==> src/design/csr_map_pkg.sv <==
/*
 * MMIO register window definitions
 *   Word, address, tag and register index types
 *   Feature header and accelerator ID constants
 *   Area codes and control space register indexes
 *   MMIO write, read request and read response structs
 */

`default_nettype none

package csr_map_pkg;

    // The host addresses 64-bit words and only bits 11:0 are decoded
    typedef logic [15:0] mmio_addr_t;
    typedef logic [63:0] mmio_data_t;
    typedef logic [8:0]  mmio_tid_t;
    typedef logic [11:0] csr_idx_t;

    // ========================================
    // Identification
    // ========================================

    // Feature type 1 (accelerator) with the end-of-list bit 40 set and no next feature
    localparam mmio_data_t ACCEL_DFH  = {4'h1, 19'b0, 1'b1, 24'h0, 16'h0};
    localparam mmio_data_t ACCEL_ID_L = 64'h9c1e_53a7_44d2_0b6f;
    localparam mmio_data_t ACCEL_ID_H = 64'h3f8a_d61c_27e4_4b95;

    // Reported in the configuration word since there is no second clock to measure against
    localparam int CLK_FREQ_MHZ = 25;

    // ========================================
    // Address map
    // ========================================

    // Areas are selected by index bits 11:4, engines by bits 11:8 plus the engine digit
    localparam logic [7:0] AREA_HDR  = 8'h00;
    localparam logic [7:0] AREA_CTRL = 8'h01;
    localparam logic [3:0] AREA_ENG  = 4'h1;

    localparam csr_idx_t CSR_DFH  = 12'h000;
    localparam csr_idx_t CSR_ID_L = 12'h001;
    localparam csr_idx_t CSR_ID_H = 12'h002;

    // Control space writes
    localparam csr_idx_t CSR_ENG_ENABLE  = 12'h010;
    localparam csr_idx_t CSR_ENG_DISABLE = 12'h011;

    // Control space reads
    localparam csr_idx_t CSR_CONFIG        = 12'h010;
    localparam csr_idx_t CSR_RUN_FLAGS     = 12'h011;
    localparam csr_idx_t CSR_ACTIVE_FLAGS  = 12'h012;
    localparam csr_idx_t CSR_ACTIVE_CYCLES = 12'h013;

    typedef struct packed {
        logic       write;
        mmio_addr_t addr;
        mmio_data_t data;
    } mmio_wr_t;

    typedef struct packed {
        logic       read;
        mmio_addr_t addr;
        mmio_tid_t  tid;
    } mmio_rd_req_t;

    typedef struct packed {
        logic       valid;
        mmio_data_t data;
        mmio_tid_t  tid;
    } mmio_rd_rsp_t;

endpackage

`default_nettype wire
==> src/design/engine_pkg.sv <==
/*
 * Engine side definitions
 *   Engine count and engine index type
 *   Register indexes inside one engine's 16-word space
 *   Control and status structs between the CSR manager and the engines
 */

`default_nettype none

package engine_pkg;

    import csr_map_pkg::*;

    // Between 1 and 8 engines fit in the 0x1x? window
    localparam int NUM_ENGINES = 4;

    typedef logic [2:0] eng_idx_t;

    // ========================================
    // Engine register indexes
    // ========================================

    localparam logic [3:0] REG_STEP   = 4'd0;
    localparam logic [3:0] REG_LIMIT  = 4'd1;
    localparam logic [3:0] REG_ACCUM  = 4'd2;
    localparam logic [3:0] REG_ITER   = 4'd3;
    localparam logic [3:0] REG_STATUS = 4'd4;

    // Commands from the manager to one engine
    typedef struct packed {
        logic       wr_req;
        logic [3:0] wr_idx;
        mmio_data_t wr_data;
        logic       state_reset;
        logic       state_run;
    } eng_ctrl_t;

    // The full register view of one engine, reduced by the manager on a read
    typedef struct packed {
        logic                    status_active;
        mmio_data_t [15:0]       rd_data;
    } eng_status_t;

endpackage

`default_nettype wire

==> src/design/accum_engine.sv <==
/*
 * Accumulation engine
 *   Writable step and limit registers
 *   Accumulator and iteration count driven by state_reset and state_run
 *   Register view returned to the CSR manager
 */

`timescale 1ns/100ps
`default_nettype none

module accum_engine
(
    input  logic                    clk,
    input  logic                    reset_n,
    input  engine_pkg::eng_ctrl_t   ctrl,
    output engine_pkg::eng_status_t status
);

    import csr_map_pkg::*;
    import engine_pkg::*;

    mmio_data_t step;
    mmio_data_t limit;
    mmio_data_t accum;
    mmio_data_t iter;
    logic       active;

    // Works only while running, out of reset and short of the limit
    assign active = ctrl.state_run && !ctrl.state_reset && (iter < limit);

    // ========================================
    // Host writable registers
    // ========================================

    // Accumulator, iteration count and status are read only from the host
    always_ff @(posedge clk)
    begin
        if (ctrl.wr_req && (ctrl.wr_idx == REG_STEP))
        begin
            step <= ctrl.wr_data;
        end
        if (ctrl.wr_req && (ctrl.wr_idx == REG_LIMIT))
        begin
            limit <= ctrl.wr_data;
        end

        if (!reset_n)
        begin
            step  <= '0;
            limit <= '0;
        end
    end

    // ========================================
    // Accumulation
    // ========================================

    always_ff @(posedge clk)
    begin
        if (ctrl.state_reset)
        begin
            accum <= '0;
            iter  <= '0;
        end
        else if (active)
        begin
            accum <= accum + step;
            iter  <= iter + 64'd1;
        end

        if (!reset_n)
        begin
            accum <= '0;
            iter  <= '0;
        end
    end

    // Unused register slots read as zero
    always_comb
    begin
        status.status_active        = active;
        status.rd_data              = '0;
        status.rd_data[REG_STEP]    = step;
        status.rd_data[REG_LIMIT]   = limit;
        status.rd_data[REG_ACCUM]   = accum;
        status.rd_data[REG_ITER]    = iter;
        // Bit 0 is the active flag and bit 1 the run flag
        status.rd_data[REG_STATUS]  = {62'b0, ctrl.state_run, active};
    end

endmodule

`default_nettype wire

==> config.mk <==
export PLATFORM = sky130hd
export DESIGN_NAME = accum_engine
export DESIGN_NICKNAME = d
export VERILOG_FILES = /design/src/design/csr_map_pkg.sv /design/src/design/engine_pkg.sv /design/src/design/accum_engine.sv
export SDC_FILE = /design/constraint.sdc
export NUM_CORES = 1
export LEC_CHECK = 0
export BUFFER_PORTS_ARGS = -buffer_cell sky130_fd_sc_hd__buf_4
export CAP_MARGIN = 30
export CORE_AREA = 2 2 422 424
export CTS_CLUSTER_DIAMETER = 200
export DETAILED_ROUTE_END_ITERATION = 7
export DIE_AREA = 0 0 424 426
export PLACE_DENSITY = 0.34
export SLEW_MARGIN = 20
export SYNTH_ARGS = -nofsm -noshare
export SYNTH_HDL_FRONTEND = slang
export SYNTH_SLANG_ARGS = --single-unit
export TNS_END_PERCENT = 5
==> constraint.sdc <==
create_clock -name clk -period 8.4 [get_ports clk]
set_input_delay 0 -clock clk [delete_from_list [all_inputs] [get_ports clk]]
set_output_delay 0 -clock clk [all_outputs]
set_load 0.02 [all_outputs]
==> results of run 1 <==
## flip-flops by register name, indices dropped and copies added (netlist names)
register and count:
accum 64, iter 64, limit 64, step 64
## what timing repair did
action                    4_1_cts  5_1_grt
hold endpoints to repair      125        0
gates resized for setup         0        0
hold buffers                   74        0
## layer usage
layer | vias up | track usage [%] | part of all wire, %
met4 | 0 | 2.49 | 2.2
met3 | 74 | 2.07 | 5.3
li1 | 8410 | - | -
met1 | 8201 | 11.1 | 39
met5 | - | 0 | 0
met2 | 640 | 18.6 | 54
## how the worst min path moves through the flow
stage,from,endpoint,slack (ns),cells after the start
final,ctrl[67],limit[16],0.1,5
after global routing,ctrl[67],limit[5],0.09,5
after CTS,ctrl[67],limit[6],0.04,5
after detailed placement,ctrl[0],status[257],0.27,2
after global placement,ctrl[0],status[257],0.27,2
after floorplan,ctrl[0],status[257],0.11,1
## cell families after synthesis
logic type / after synthesis
compound gates: 516
xor+xnor: 85
fa+ha+maj: 128
buf+inv: 959
flops: 256
mux: 10
other cells: 1
simple gates: 766
## power groups by stage
stage / sequential [mW] / clock (mW) / combinational (mW)
5_1_grt: 1.25 / 2.08 / 0.661
3_3_place_gp: 1.27 / 0 / 0.588
3_5_place_dp: 1.27 / 0 / 0.589
2_1_floorplan: 1.28 / 0 / 0.686
4_1_cts: 1.25 / 2.04 / 0.617
6_report: 1.24 / 1.94 / 0.609
## worst register-to-register path, delay by kind of cell, from the launching register on
| kind | cells | cell delay [ns] |
|---|---|---|
| and+or+nand+nor | 1 | 0.29 |
| DFF | 1 | 0.36 |
| adders and majority gates | 2 | 0.52 |
| AOI/OAI and AO/OA | 9 | 3.54 |
## metrics by stage
stage	cells	cell area (um2)	hold slack, ns
after floorplan	3486	23900	0.113
after global placement	5309	23300	0.267
after detailed placement	5312	23400	0.268
after CTS	5464	25600	0.0365
after global routing	5466	25600	0.0864
final	5469	25600	0.0951
## placed cells by master, fill, tap and decap left out, types with 52 or more instances in the layout
master                          count
sky130_fd_sc_hd__a21boi_0         130
sky130_fd_sc_hd__a21o_1            58
sky130_fd_sc_hd__a21oi_1          137
sky130_fd_sc_hd__buf_4            350
sky130_fd_sc_hd__conb_1           766
sky130_fd_sc_hd__dfxtp_1          256
sky130_fd_sc_hd__dlygate4sd3_1     74
sky130_fd_sc_hd__ha_1             127
sky130_fd_sc_hd__inv_1             90
sky130_fd_sc_hd__nand2_1          434
sky130_fd_sc_hd__nand4_1           59
sky130_fd_sc_hd__nor2_1           114
sky130_fd_sc_hd__o21ai_0           52
## synthesized netlist by cell type (15+ instances only)
cell                         n
sky130_fd_sc_hd__buf_4     769
sky130_fd_sc_hd__nand2_1   435
sky130_fd_sc_hd__dfxtp_1   256
sky130_fd_sc_hd__a21oi_1   137
sky130_fd_sc_hd__a21boi_0  130
sky130_fd_sc_hd__ha_1      127
sky130_fd_sc_hd__nor2_1    114
sky130_fd_sc_hd__inv_1      91
sky130_fd_sc_hd__clkbuf_1   79
sky130_fd_sc_hd__nand4_1    59
sky130_fd_sc_hd__a21o_1     58
sky130_fd_sc_hd__o21ai_0    52
sky130_fd_sc_hd__xnor2_1    45
sky130_fd_sc_hd__xor2_1     40
sky130_fd_sc_hd__nand3_1    31
sky130_fd_sc_hd__a211oi_1   25
sky130_fd_sc_hd__and3_1     21
sky130_fd_sc_hd__nand2b_1   20
sky130_fd_sc_hd__and2_1     15
sky130_fd_sc_hd__nor3_1     15
## final cells by class
type	count	share of cell area [%]
Tap cell	2340	11.4
Antenna cell	4	0.0390
Timing Repair Buffer	428	13.4
Clock inverter	17	0.893
Multi-Input combinational cell	2271	48.0
Inverter	92	1.35
Sequential cell	256	20.0
Clock buffer	61	4.94
==> impl.org, run 1 <==
** Yosys
- Cell area after synthesis :: 0.0210 mm2
- The synthesized design contains 0 enable-type register cells.
- Synthesized area per cell :: 7.73 um2
- Cell count after synthesis :: 2721
- Count of yosys warnings during synthesis :: 0
- The largest total area in the synthesized netlist belongs to sky130_fd_sc_hd__buf_4.
- Of the total synthesized cell area, the portion taken by XOR and XNOR cells is between 3 and 4%.
- Main combinational cell family by area after synthesis :: buffers and inverters
- Complex-gate fraction of the synthesized area :: between 10% and 20%
- In the post-synthesis netlist, the biggest area contributors are sky130_fd_sc_hd__buf_4, sky130_fd_sc_hd__dfxtp_1, sky130_fd_sc_hd__nand2_1.
- Of all flip-flops after synthesis, the portion carrying an async set or reset was 0%.
- Multiplexer fraction of the synthesized cell area :: 0.488%
- Top_reg_cell synth :: sky130_fd_sc_hd__dfxtp_1
- In this run the biggest area consumer among cell types represents 27.5% of the synthesized area.
- The synthesized design contains 256 register bits.
- The number of different library cells used by synthesis comes to 71.
- The share of the Yosys chip area taken by registers is 24.4%.
- After Yosys synthesis, full adders, half adders and majority gates account for 7.65% of the synthesized area.
- Simple-gate share of the synthesized area :: between 10% and 20%

** Cells and area
- Fin util :: 14.6%
- At the end of the flow, the number of nets in the layout was 3292.
- Relative to the synthesized area, the layout overhead comes to 21.9%.
- Of the cells placed in the final design, the portion with a size suffix greater than 1 is ~14%.
- Fill cells in the final layout number 20200.
- Storage cell area :: 0.00512 mm2
- Area of the multi-input gates :: 0.0123 mm2

** Floorplan
- The die covers 0.181 mm2.
- Std-Cell Core Area :: 0.176 mm2
- Standard-cell row count :: 154
- Die Height :: 426 um
- The die is roughly 420 um wide.
- Effective utilization at floorplan :: 12.0%
- IO Pins :: ~1100

** Worst setup path
- For the worst setup path, the data arrival time is 5.32 ns.
- Capturing element type of the critical path :: flop
- FF-to-FF setup slack :: 3.56 ns
- Worst reg2reg startpoint :: step[0]
- The slowest stage of the critical path belongs to the cell sky130_fd_sc_hd__a2111oi_2.
- For this run, the slowest stage of the critical path takes 0.91 ns.
- The critical path in this run is classified as reg2reg.
- The cell that appears most often on the critical path is sky130_fd_sc_hd__o211ai_1.
- CP Max Fanout :: 5
- In this run the worst setup path terminates at accum[62].
- At the worst endpoint, the required time is 8.88 ns.
- Path depth of the worst reg2reg path :: 12
- Crit path buffers/inverters :: 0
- CP Depth :: 12
- In this run the critical register-to-register path is captured at accum[62].
- Worst setup startpoint :: step[0]
- Family with the most delay on the worst path :: compound AO/OA/AOI/OAI gates
- List of cells traversed by the critical path :: ha_1 -> fa_1 -> a211oi_1 -> o21bai_1 -> a21oi_1 -> a2111oi_1 -> o211ai_1 -> a2111oi_2 -> o211ai_1 -> nor4_1 -> o21ai_0 -> a32o_1
- Startpoint kind of the worst setup timing path :: flop

** Placement
- Detailed Place HPWL :: between 70000 and 80000 um
- Total of buffers placed on input and output ports :: ~330
- Final GP Congestion :: 0.795
- Before CTS, the worst setup slack after placement is 3.38 ns.

** Clock network
- Post-CTS repair timing setup buffer count :: 0
- The clock tree synthesis step divided the H-tree into 2 levels.
- The tree built by TritonCTS fans out to 256 sinks.
- The clock reaches the later pin of the worst-skew pair after 0.60 ns.
- Clock-pin slew on the worst setup and hold paths :: 0.06 ns
- Total CTS buffers :: between 40 and 50
- The clock passes through at most 3 buffers.
- CTS root buffer :: sky130_fd_sc_hd__clkbuf_16
- TritonCTS built the clock tree.

** Timing
- Max frequency :: around 210 MHz
- Worst rel slew slack :: between 30 and 40%
- Final setup viols :: 0
- Final TNS setup :: 0 ns
- The max-slew violation total from the final report was 0.
- After layout, the worst path uses between 50% and 60% of the clock period.
- Actual transition at the worst max-transition pin :: approximately 1 ns
- The clock period could shrink to roughly 4.8 ns.
- Setup slack after layout :: ~3.6 ns
- Hold violation count in the final report :: 0
- RSZ-0062 raised after global routing :: no
- Clock tree skew after final layout :: about 0.019 ns

** Routing
- Detailed Routing Iterations Pass 1 :: 5
- Number of design-rule violations left by the first detailed-router iteration :: 830
- DRT antenna net count :: 0
- For this run, design rule violations remaining after detail routing come to 0.
- Average wire per standard cell :: around 17 um
- Total wire length after detailed routing :: 94500 um
- Using the TritonRoute via totals, the vias-per-cell ratio works out to around 3.2.
- Vias :: 17300

** Power and ir drop
- VDD sags by at most roughly 110 uV.
- Share of power burned in the clock network :: 51.1%
- The internal portion of the total power is 2.53 mW.
- Per report_power, the sequential group accounts for roughly a third of the total.
- In this run the power spent charging and discharging nets is 1.25 mW.
- Static leakage :: 11.2 nW
- Power comes to ~3.8 mW.
- Pwr Density :: 148 mW/mm2
- In this run switching power makes up 33.1% of total power.
- Combinational Power Share :: 16.1%

** Global routing
- Remaining Overflow, GRT :: 0
- Overall fraction of global-route tracks in use :: 9.85%
- Entering global routing, the biggest net connects 70 pins.
- The number of global-route vias before repair was 15500.
- The first global-routing pass estimated 126000 um of wire.
- The initial antenna violation count is 3.

** Status
- Result of the run :: finished clean

** Hold path
- The min-delay analysis places its worst path in the category in2reg.

** Flow run
- Max-cap viol count :: 0
Note: power is estimated with default switching activity, not from simulation.
==> run 2: changes to the inputs <==
ABC_AREA = 1   (was not set)
PLACE_DENSITY = 0.37   (was 0.34)
clock period = 4.2 ns   (was 8.4 ns; I/O delays follow)
==> impl.org, run 2 <==
** Clock network
- CTS tree :: built
- The clock slew at the register clock pins of the worst setup and hold paths came to 0.06 ns (about the same).
- CTS root buffer :: sky130_fd_sc_hd__clkbuf_16
- The buffer levels on the longest clock path is 3 (unchanged).
- The TritonCTS sink count is 256 (unchanged).
- The number of buffers inserted during clock tree synthesis was 37 (-12%).
- Level count of the clock H-tree :: 2 (unchanged)
- The clock latency on the worst-skew pair is 0.56 ns (-0.04 ns).
- The number of setup buffers added after CTS was 0 (unchanged).

** Yosys
- The synthesized design spends more area on one cell type than any other, namely sky130_fd_sc_hd__buf_4.
- Synth Register Bits :: 256 (unchanged)
- The cell area after technology mapping was 0.0252 mm2 (+20%).
- The portion of the post-synthesis area used by sequential elements is 20.3% (-4.0 points).
- In the post-synthesis netlist, the cell with the most instances is sky130_fd_sc_hd__nand2_1.
- Count of yosys warnings during synthesis :: 0 (unchanged)
- Distinct cell type count of the synthesized netlist :: 41 (-42%)
- The share of flip-flops with an asynchronous set or reset after synthesis was 0% (unchanged).
- Most numerous cell types in the synthesized netlist :: sky130_fd_sc_hd__nand2_1, sky130_fd_sc_hd__buf_4, sky130_fd_sc_hd__inv_1, sky130_fd_sc_hd__nor2_1, sky130_fd_sc_hd__a21oi_1
- Area share of the largest cell type after synthesis :: 23.0% (-4.4 points)
- The number of enable flip-flop cells after synthesis came to 0 (unchanged).
- Cell count after synthesis :: 4035 (+48%)
- Top_reg_cell synth :: sky130_fd_sc_hd__dfxtp_1
- Largest cells by area after synthesis :: sky130_fd_sc_hd__buf_4, sky130_fd_sc_hd__dfxtp_1, sky130_fd_sc_hd__nand2_1
- The mean instance size in the synthesized netlist is 6.24 um2 (-19%).

** Cells and area
- Total inserted antenna cells :: 0 (-4)
- The number of inserted filler cells in the final layout was 20500 (+1.2%).
- Net count reported at finish :: 4616 (+40%)
- The share of post-route cells with drive strength above 1 came to 11.3% (-3.2 points).
- The post-route non-filler standard cell count is 6779 (+24%).
- In the layout the commonest cells are sky130_fd_sc_hd__nand2_1, sky130_fd_sc_hd__conb_1, sky130_fd_sc_hd__inv_1, sky130_fd_sc_hd__nor2_1, sky130_fd_sc_hd__buf_4.
- The library cell used most frequently in the layout, excluding fill and tap cells, is sky130_fd_sc_hd__nand2_1.
- From synthesis to final layout, the design area changed by 17.4%.

** Worst setup path
- Reg-to-Reg End :: accum[2]
- Startpoint kind of the worst setup timing path :: flop
- The critical path is of the reg2reg type.
- The register-to-register path setup slack is 0.88 ns (-2.68 ns).
- The number of buffers and inverters on the critical path came to 2 (+2).
- Among the stages of the critical path, the cell type that occurs most often is sky130_fd_sc_hd__nand2_1.
- The logic depth of the worst register-to-register path came to 13 (+1).
- The slowest stage of the critical path is the sky130_fd_sc_hd__dfxtp_1 cell.
- In this run the critical register-to-register path is launched from iter[19].
- In this design, the largest share of critical-path delay is due to buffers and inverters.
- STA classifies the critical path endpoint as a flop.
- The endpoint required time on the critical path came to 4.66 ns (-4.22 ns).
- List of cells traversed by the critical path :: ha_1 -> a21oi_1 -> o21ai_0 -> nand2_1 -> nand3_1 -> a21oi_1 -> nand2_1 -> nand2_8 -> buf_4 -> buf_12 -> nand3_1 -> nand2_1 -> nor2_1
- Peak per-stage delay on the critical path :: 0.70 ns (-0.21 ns)
- CP Data Arrival Time :: 3.78 ns (-1.54 ns)
- CP Depth :: 13 (+1)
- The worst-path maximum fanout is 118 (+113).

** Global routing
- The number of global-route vias before repair is 21100 (+36%).
- Wire length of the first global-routing pass :: 161000 um (+28%)
- The pin count of the biggest net entering global routing is 119 (+70%).
- Overall fraction of global-route tracks in use :: 12.6% (+2.7 points)
- The initial antenna violation count was 8 (+5).
- Remaining Overflow, GRT :: 0 (unchanged)

** Routing
- The number of design rule violations left after detail routing came to 0 (unchanged).
- Number of design-rule violations left by the first detailed-router iteration :: 1245 (+50%)
- The sum of routed wire length over all layers is 120000 um (+27%).
- Average wire per standard cell :: 17.7 um (+2.5%)
- The vias after detailed routing was 23200 (+34%).
- The first-pass iteration count of the detailed router is 5 (unchanged).
- The count of nets left with antenna violations after detail routing came to 0 (unchanged).
- Vias per Instance :: 3.42 (+7.8%)

** Hold path
- In this run the most critical hold path is launched from reset_n.
- Endpoint with the worst hold slack :: limit[50]
- The number of cells on the worst hold path was 3 (-2).
- The worst hold path belongs to the class in2reg.

** Timing
- Final TNS setup :: 0 ns (unchanged)
- The slew at the pin closest to its max-slew limit was 0.975 ns (-0.0219 ns).
- Final setup viols :: 0 (unchanged)
- Setup repair after global routing left no endpoint under its margin.
- Max frequency :: 301 MHz (+46%)
- The minimum clock period after layout was 3.32 ns (-1.52 ns).
- The relative max-transition margin came to 34.5% (+1.4 points).
- The final-report hold violation count came to 0 (unchanged).
- Final worst-path cycle share :: 79.1% (+21 points)
- The clock skew was 0.0238 ns (+0.00514 ns).
- The max-slew violation total from the final report came to 0 (unchanged).

** Floorplan
- The initial standard-cell utilization of the core came to 14.3% (+2.4 points).
- The vertical die dimension was 426 um (unchanged).
- IO Pins :: 1098 (unchanged)
- The total die area was 0.181 mm2 (unchanged).
- Horizontal extent of the die :: 424 um (unchanged)
- Std-Cell Core Area :: 0.176 mm2 (unchanged)
- The total number of placement rows came to 154 (unchanged).

** Power and ir drop
- Pwr Density :: 312 mW/mm2 (+110%)
- Total power after layout :: 9.23 mW (+140%)
- IR Drop Worst-Case VDD :: 199 uV (+77%)
- Static leakage :: 14.4 nW (+29%)

** Flow run
- Max-cap viol count :: 0 (unchanged)

** Placement
- Detailed Place HPWL :: 103000 um (+33%)
- Final GP Congestion :: 0.903 (+14%)
- The total instance count after detailed placement is 6644 (+25%).
- The number of buffer cells added on primary ports is 331 (unchanged).

** Status
- Result of the run :: finished clean
[run 2: per-stage QoR]
step | hold slack, ns | instance area [um2] | setup WS [ns] | util (%)
after floorplan | 0.113 | 28100 | 2.04 | -
after global placement | 0.233 | 27600 | 0.877 | 15.7
after detailed placement | 0.233 | 27600 | 0.907 | 15.7
after CTS | 0.0496 | 29500 | 0.886 | 16.8
after global routing | 0.0850 | 29600 | 0.663 | 16.8
final | 0.0493 | 29600 | 0.878 | 16.8
[run 2: area by class of cell]
class | count | area (um2) | share of cell area [%]
well taps | 2340 | 2930 | 9.90
multi-input cells | 3075 | 14400 | 48.8
flip-flops and latches | 256 | 5120 | 17.3
repair buffers | 444 | 3620 | 12.2
clock buffers | 48 | 1040 | 3.51
inverters | 601 | 2260 | 7.64
clock inverters | 15 | 174 | 0.588
[run 2: what timing repair did]
action | CTS | global route
hold buffers | 71 | 0
hold endpoints to repair | 135 | 0
resized for setup | 0 | 0
[run 2: worst min-delay path, stage by stage]
cell	delay, ns
sky130_fd_sc_hd__buf_4	0.31
sky130_fd_sc_hd__o21ai_0	0.18
sky130_fd_sc_hd__a21oi_1	0.05
[run 2: worst max path at each step]
stage	from	end	slack, ns
floorplan	limit[43]	iter[15]	2.04
global route	iter[19]	accum[2]	0.66
global placement	iter[19]	accum[25]	0.88
detailed placement	iter[19]	iter[4]	0.91
finish	iter[19]	accum[2]	0.88
CTS	iter[19]	iter[9]	0.89
[run 2: logic make-up (layout without fill, tap and decap cells)]
kind of cell / count (synthesis) / after routing / synth area share, %
buffers and inverters: 1469 / 1108 / 33.9
other: 1 / 766 / 0.0149
adder cells (fa/ha/maj): 128 / 128 / 6.39
XOR/XNOR: 62 / 62 / 2.16
AND/OR/NAND/NOR: 1694 / 1694 / 28.6
flip-flops: 256 / 256 / 20.3
AO/OA/AOI/OAI: 425 / 425 / 8.57
[run 2: routing by layer]
layer	up-vias	GRT usage, %	wire, um
met5	-	0	0
met4	0	3.58	3480
met3	115	1.81	5150
met2	671	25.1	66700
met1	10700	13.5	44700
li1	11700	-	-
[run 2: report_power, final]
group / internal (mW) / switching [mW] / total [mW] / leakage (nW)
clock: 1.93 / 1.35 / 3.28 / 0.595
combinational: 0.916 / 2.28 / 3.20 / 11.8
sequential: 2.56 / 0.192 / 2.75 / 2.07
==> run 3: changes to the inputs <==
clock period = 2.7 ns   (was 4.2 ns; I/O delays follow)
==> impl.org, run 3 (synthesized netlist as in run 2, its figures left out) <==
** Worst setup path
- The endpoint required time on the critical path came to 2.70 ns (-1.96 ns).
- Capturing element type of the critical path :: primary output
- CP Max Fanout :: 4 (-97%)
- CP Data Arrival Time :: 2.62 ns (-1.16 ns)
- Startpoint kind of the worst setup timing path :: flop
- Worst setup startpoint :: limit[35]
- The worst setup path is of the reg2out kind.
- The worst register-to-register path begins at iter[1].

** Power and ir drop
- Pwr Density :: 482 mW/mm2 (+54%)
- IR Drop Worst-Case VDD :: 310 uV (+56%)
- The static power due to leakage is 15.4 nW (+6.5%).

** Global routing
- The pin count of the biggest net entering global routing came to 129 (+8.4%).
- The met2 track demand over resource in global routing came to 25.0% (about the same).
- The number of global-route vias before repair came to 22400 (+6.4%).
- GR peak layer :: met2
- Met3 Track Usage GR :: 2.25% (+0.44 points)
- Remaining Overflow, GRT :: 0 (unchanged)
- Initial antenna violation count :: 4 (-4)
- The global-route wire length before repair is 166000 um (+2.9%).
- Overall fraction of global-route tracks in use :: 12.9% (+0.35 points)
- Global routing met1 resource utilization :: 13.5% (about the same)

** Clock network
- CTS tree :: built
- Total CTS buffers :: 37 (unchanged)
- The tree is rooted in a sky130_fd_sc_hd__clkbuf_16.
- The clock slew at the register clock pins of the worst setup and hold paths is 0.06 ns (about the same).
- Total clock sinks :: 256 (unchanged)
- The buffer levels on the longest clock path came to 3 (unchanged).
- Level count of the clock H-tree :: 2 (unchanged)
- Clock latency reported for the late side of the worst-skew pair :: 0.58 ns (+0.02 ns)

** Cells and area
- Commonest non-fill, non-tap cells in the layout :: sky130_fd_sc_hd__nand2_1, sky130_fd_sc_hd__conb_1, sky130_fd_sc_hd__inv_1, sky130_fd_sc_hd__buf_4, sky130_fd_sc_hd__nor2_1
- The net count of the finished layout is 4781 (+3.6%).
- The fraction of the core area covered by cells at the end of the flow is 17.8% (+0.93 points).
- The share of post-route cells with drive strength above 1 came to 15.7% (+4.4 points).
- Number of standard cells in the final layout excluding fillers :: 6946 (+2.5%)
- Relative to the synthesized area, the layout overhead comes to 23.9%.
- Most frequent standard cell in the layout excluding fill and tap cells :: sky130_fd_sc_hd__nand2_1

** Timing
- Based on the critical path, the design can be clocked at up to 381 MHz.
- Setup repair after global routing could not meet its margin everywhere.
- The worst path uses 97.1% of the clock period.
- Final setup viols :: 0 (unchanged)
- The final-report hold violation count is 0 (unchanged).
- Final hold slack :: 0.171 ns (+0.122 ns)
- Final TNS setup :: 0 ns (unchanged)
- Clock tree skew after final layout :: 0.0292 ns (+0.00549 ns)
- Worst rel slew slack :: 39.3% (+4.8 points)
- Actual transition at the worst max-transition pin :: 0.910 ns (-0.0649 ns)
- Final number of max-transition violations :: 0 (unchanged)
- For the finished layout, the period the worst path requires is 2.62 ns.

** Placement
- The number of buffer cells added on primary ports came to 331 (unchanged).
- The final weighted congestion of routability-driven global placement was 0.886 (-1.9%).
- Detailed Place HPWL :: 106000 um (+3.2%)
- Number of placed instances, taps included :: 6797 (+2.3%)

** Flow run
- Max-cap viol count :: 0 (unchanged)

** Routing
- Vias :: 23900 (+3.2%)
- The via density per instance came to 3.44 (+0.74%).
- Detailed Routing Iterations Pass 1 :: 5 (unchanged)
- DRT antenna net count :: 0 (unchanged)
- The average wire per standard cell came to 17.9 um (+1.1%).
- Number of design-rule violations left by the first detailed-router iteration :: 1125 (-9.6%)
- The sum of routed wire length over all layers came to 124000 um (+3.6%).
- The number of design rule violations left after detail routing came to 0 (unchanged).

** Hold path
- Hold path startpoint :: ctrl[66]
- The tightest min-delay check is of the in2reg type.

** Floorplan
- The initial standard-cell utilization of the core came to 14.3% (unchanged).
- Area enclosed by the die boundary :: 0.181 mm2 (unchanged)
- The standard cell core area came to 0.176 mm2 (unchanged).
- Die Height :: 426 um (unchanged)
- The die width came to 424 um (unchanged).
- The total number of placement rows came to 154 (unchanged).
- IO Pins :: 1098 (unchanged)

** Status
- The flow ran to the end, and the final reports show no timing, DRC or antenna violations.
[run 3: per-layer routing]
| layer | vias up | routed length (um) |
|---|---|---|
| met5 | - | 0 |
| met4 | 0 | 5880 |
| met3 | 148 | 5630 |
| met2 | 684 | 66900 |
| met1 | 11100 | 46000 |
| li1 | 12000 | - |
[run 3: final cells by class]
cell class              count  area, um2
diodes                      2       5.00
clock buffers              48       1050
clock inverters            15        170
fillers                 20500     145000
inverters                 601       2260
multi-input cells        3075      14700
flip-flops and latches    256       5140
well taps                2340       2930
repair buffers            609       4990
[run 3: timing repair]
action,in CTS,in global routing
endpoints found under the hold margin,129,0
setup endpoints to repair,40,90
hold buffers,72,0
gates resized for setup,30,45
cloned,0,2
pin swaps,11,3
setup buffers,11,0
[run 3: where the power goes]
group	internal [mW]	total, mW	switching, mW
clock	3.03	5.19	2.16
combinational	1.74	5.63	3.89
sequential	3.99	4.23	0.243
[run 3: path summary, 6_finish.rpt]
check	cells past startpoint	endpoint	slack, ns
hold reg to reg	2	limit[60]	0.46
setup reg to reg	12	iter[61]	0.10
setup / recovery	11	status[256]	0.08
hold / removal	3	limit[23]	0.17
[run 3: per-stage QoR]
| step | instance area (um2) | setup slack, ns | power [mW] |
|---|---|---|---|
| 6_report | 31200 | 0.0785 | 15.0 |
| 5_1_grt | 31200 | -0.0455 | 15.9 |
| 4_1_cts | 31000 | -0.0329 | 15.1 |
| 3_5_place_dp | 28900 | -0.105 | 9.57 |
| 3_3_place_gp | 28900 | -0.0953 | 9.58 |
| 2_1_floorplan | 28100 | 0.541 | 8.55 |
[run 3: worst max-delay path, cell delays in order, from the launching register on]
cell and delay, ns:
sky130_fd_sc_hd__dfxtp_1 0.33, sky130_fd_sc_hd__inv_1 0.06, sky130_fd_sc_hd__ha_1 0.29, sky130_fd_sc_hd__nand2_1 0.05
sky130_fd_sc_hd__inv_1 0.06, sky130_fd_sc_hd__nand3_1 0.20, sky130_fd_sc_hd__nor4_4 0.34, sky130_fd_sc_hd__buf_6 0.17
sky130_fd_sc_hd__nand2_8 0.11, sky130_fd_sc_hd__nand2_8 0.11, sky130_fd_sc_hd__clkinvlp_4 0.14, sky130_fd_sc_hd__buf_6 0.16
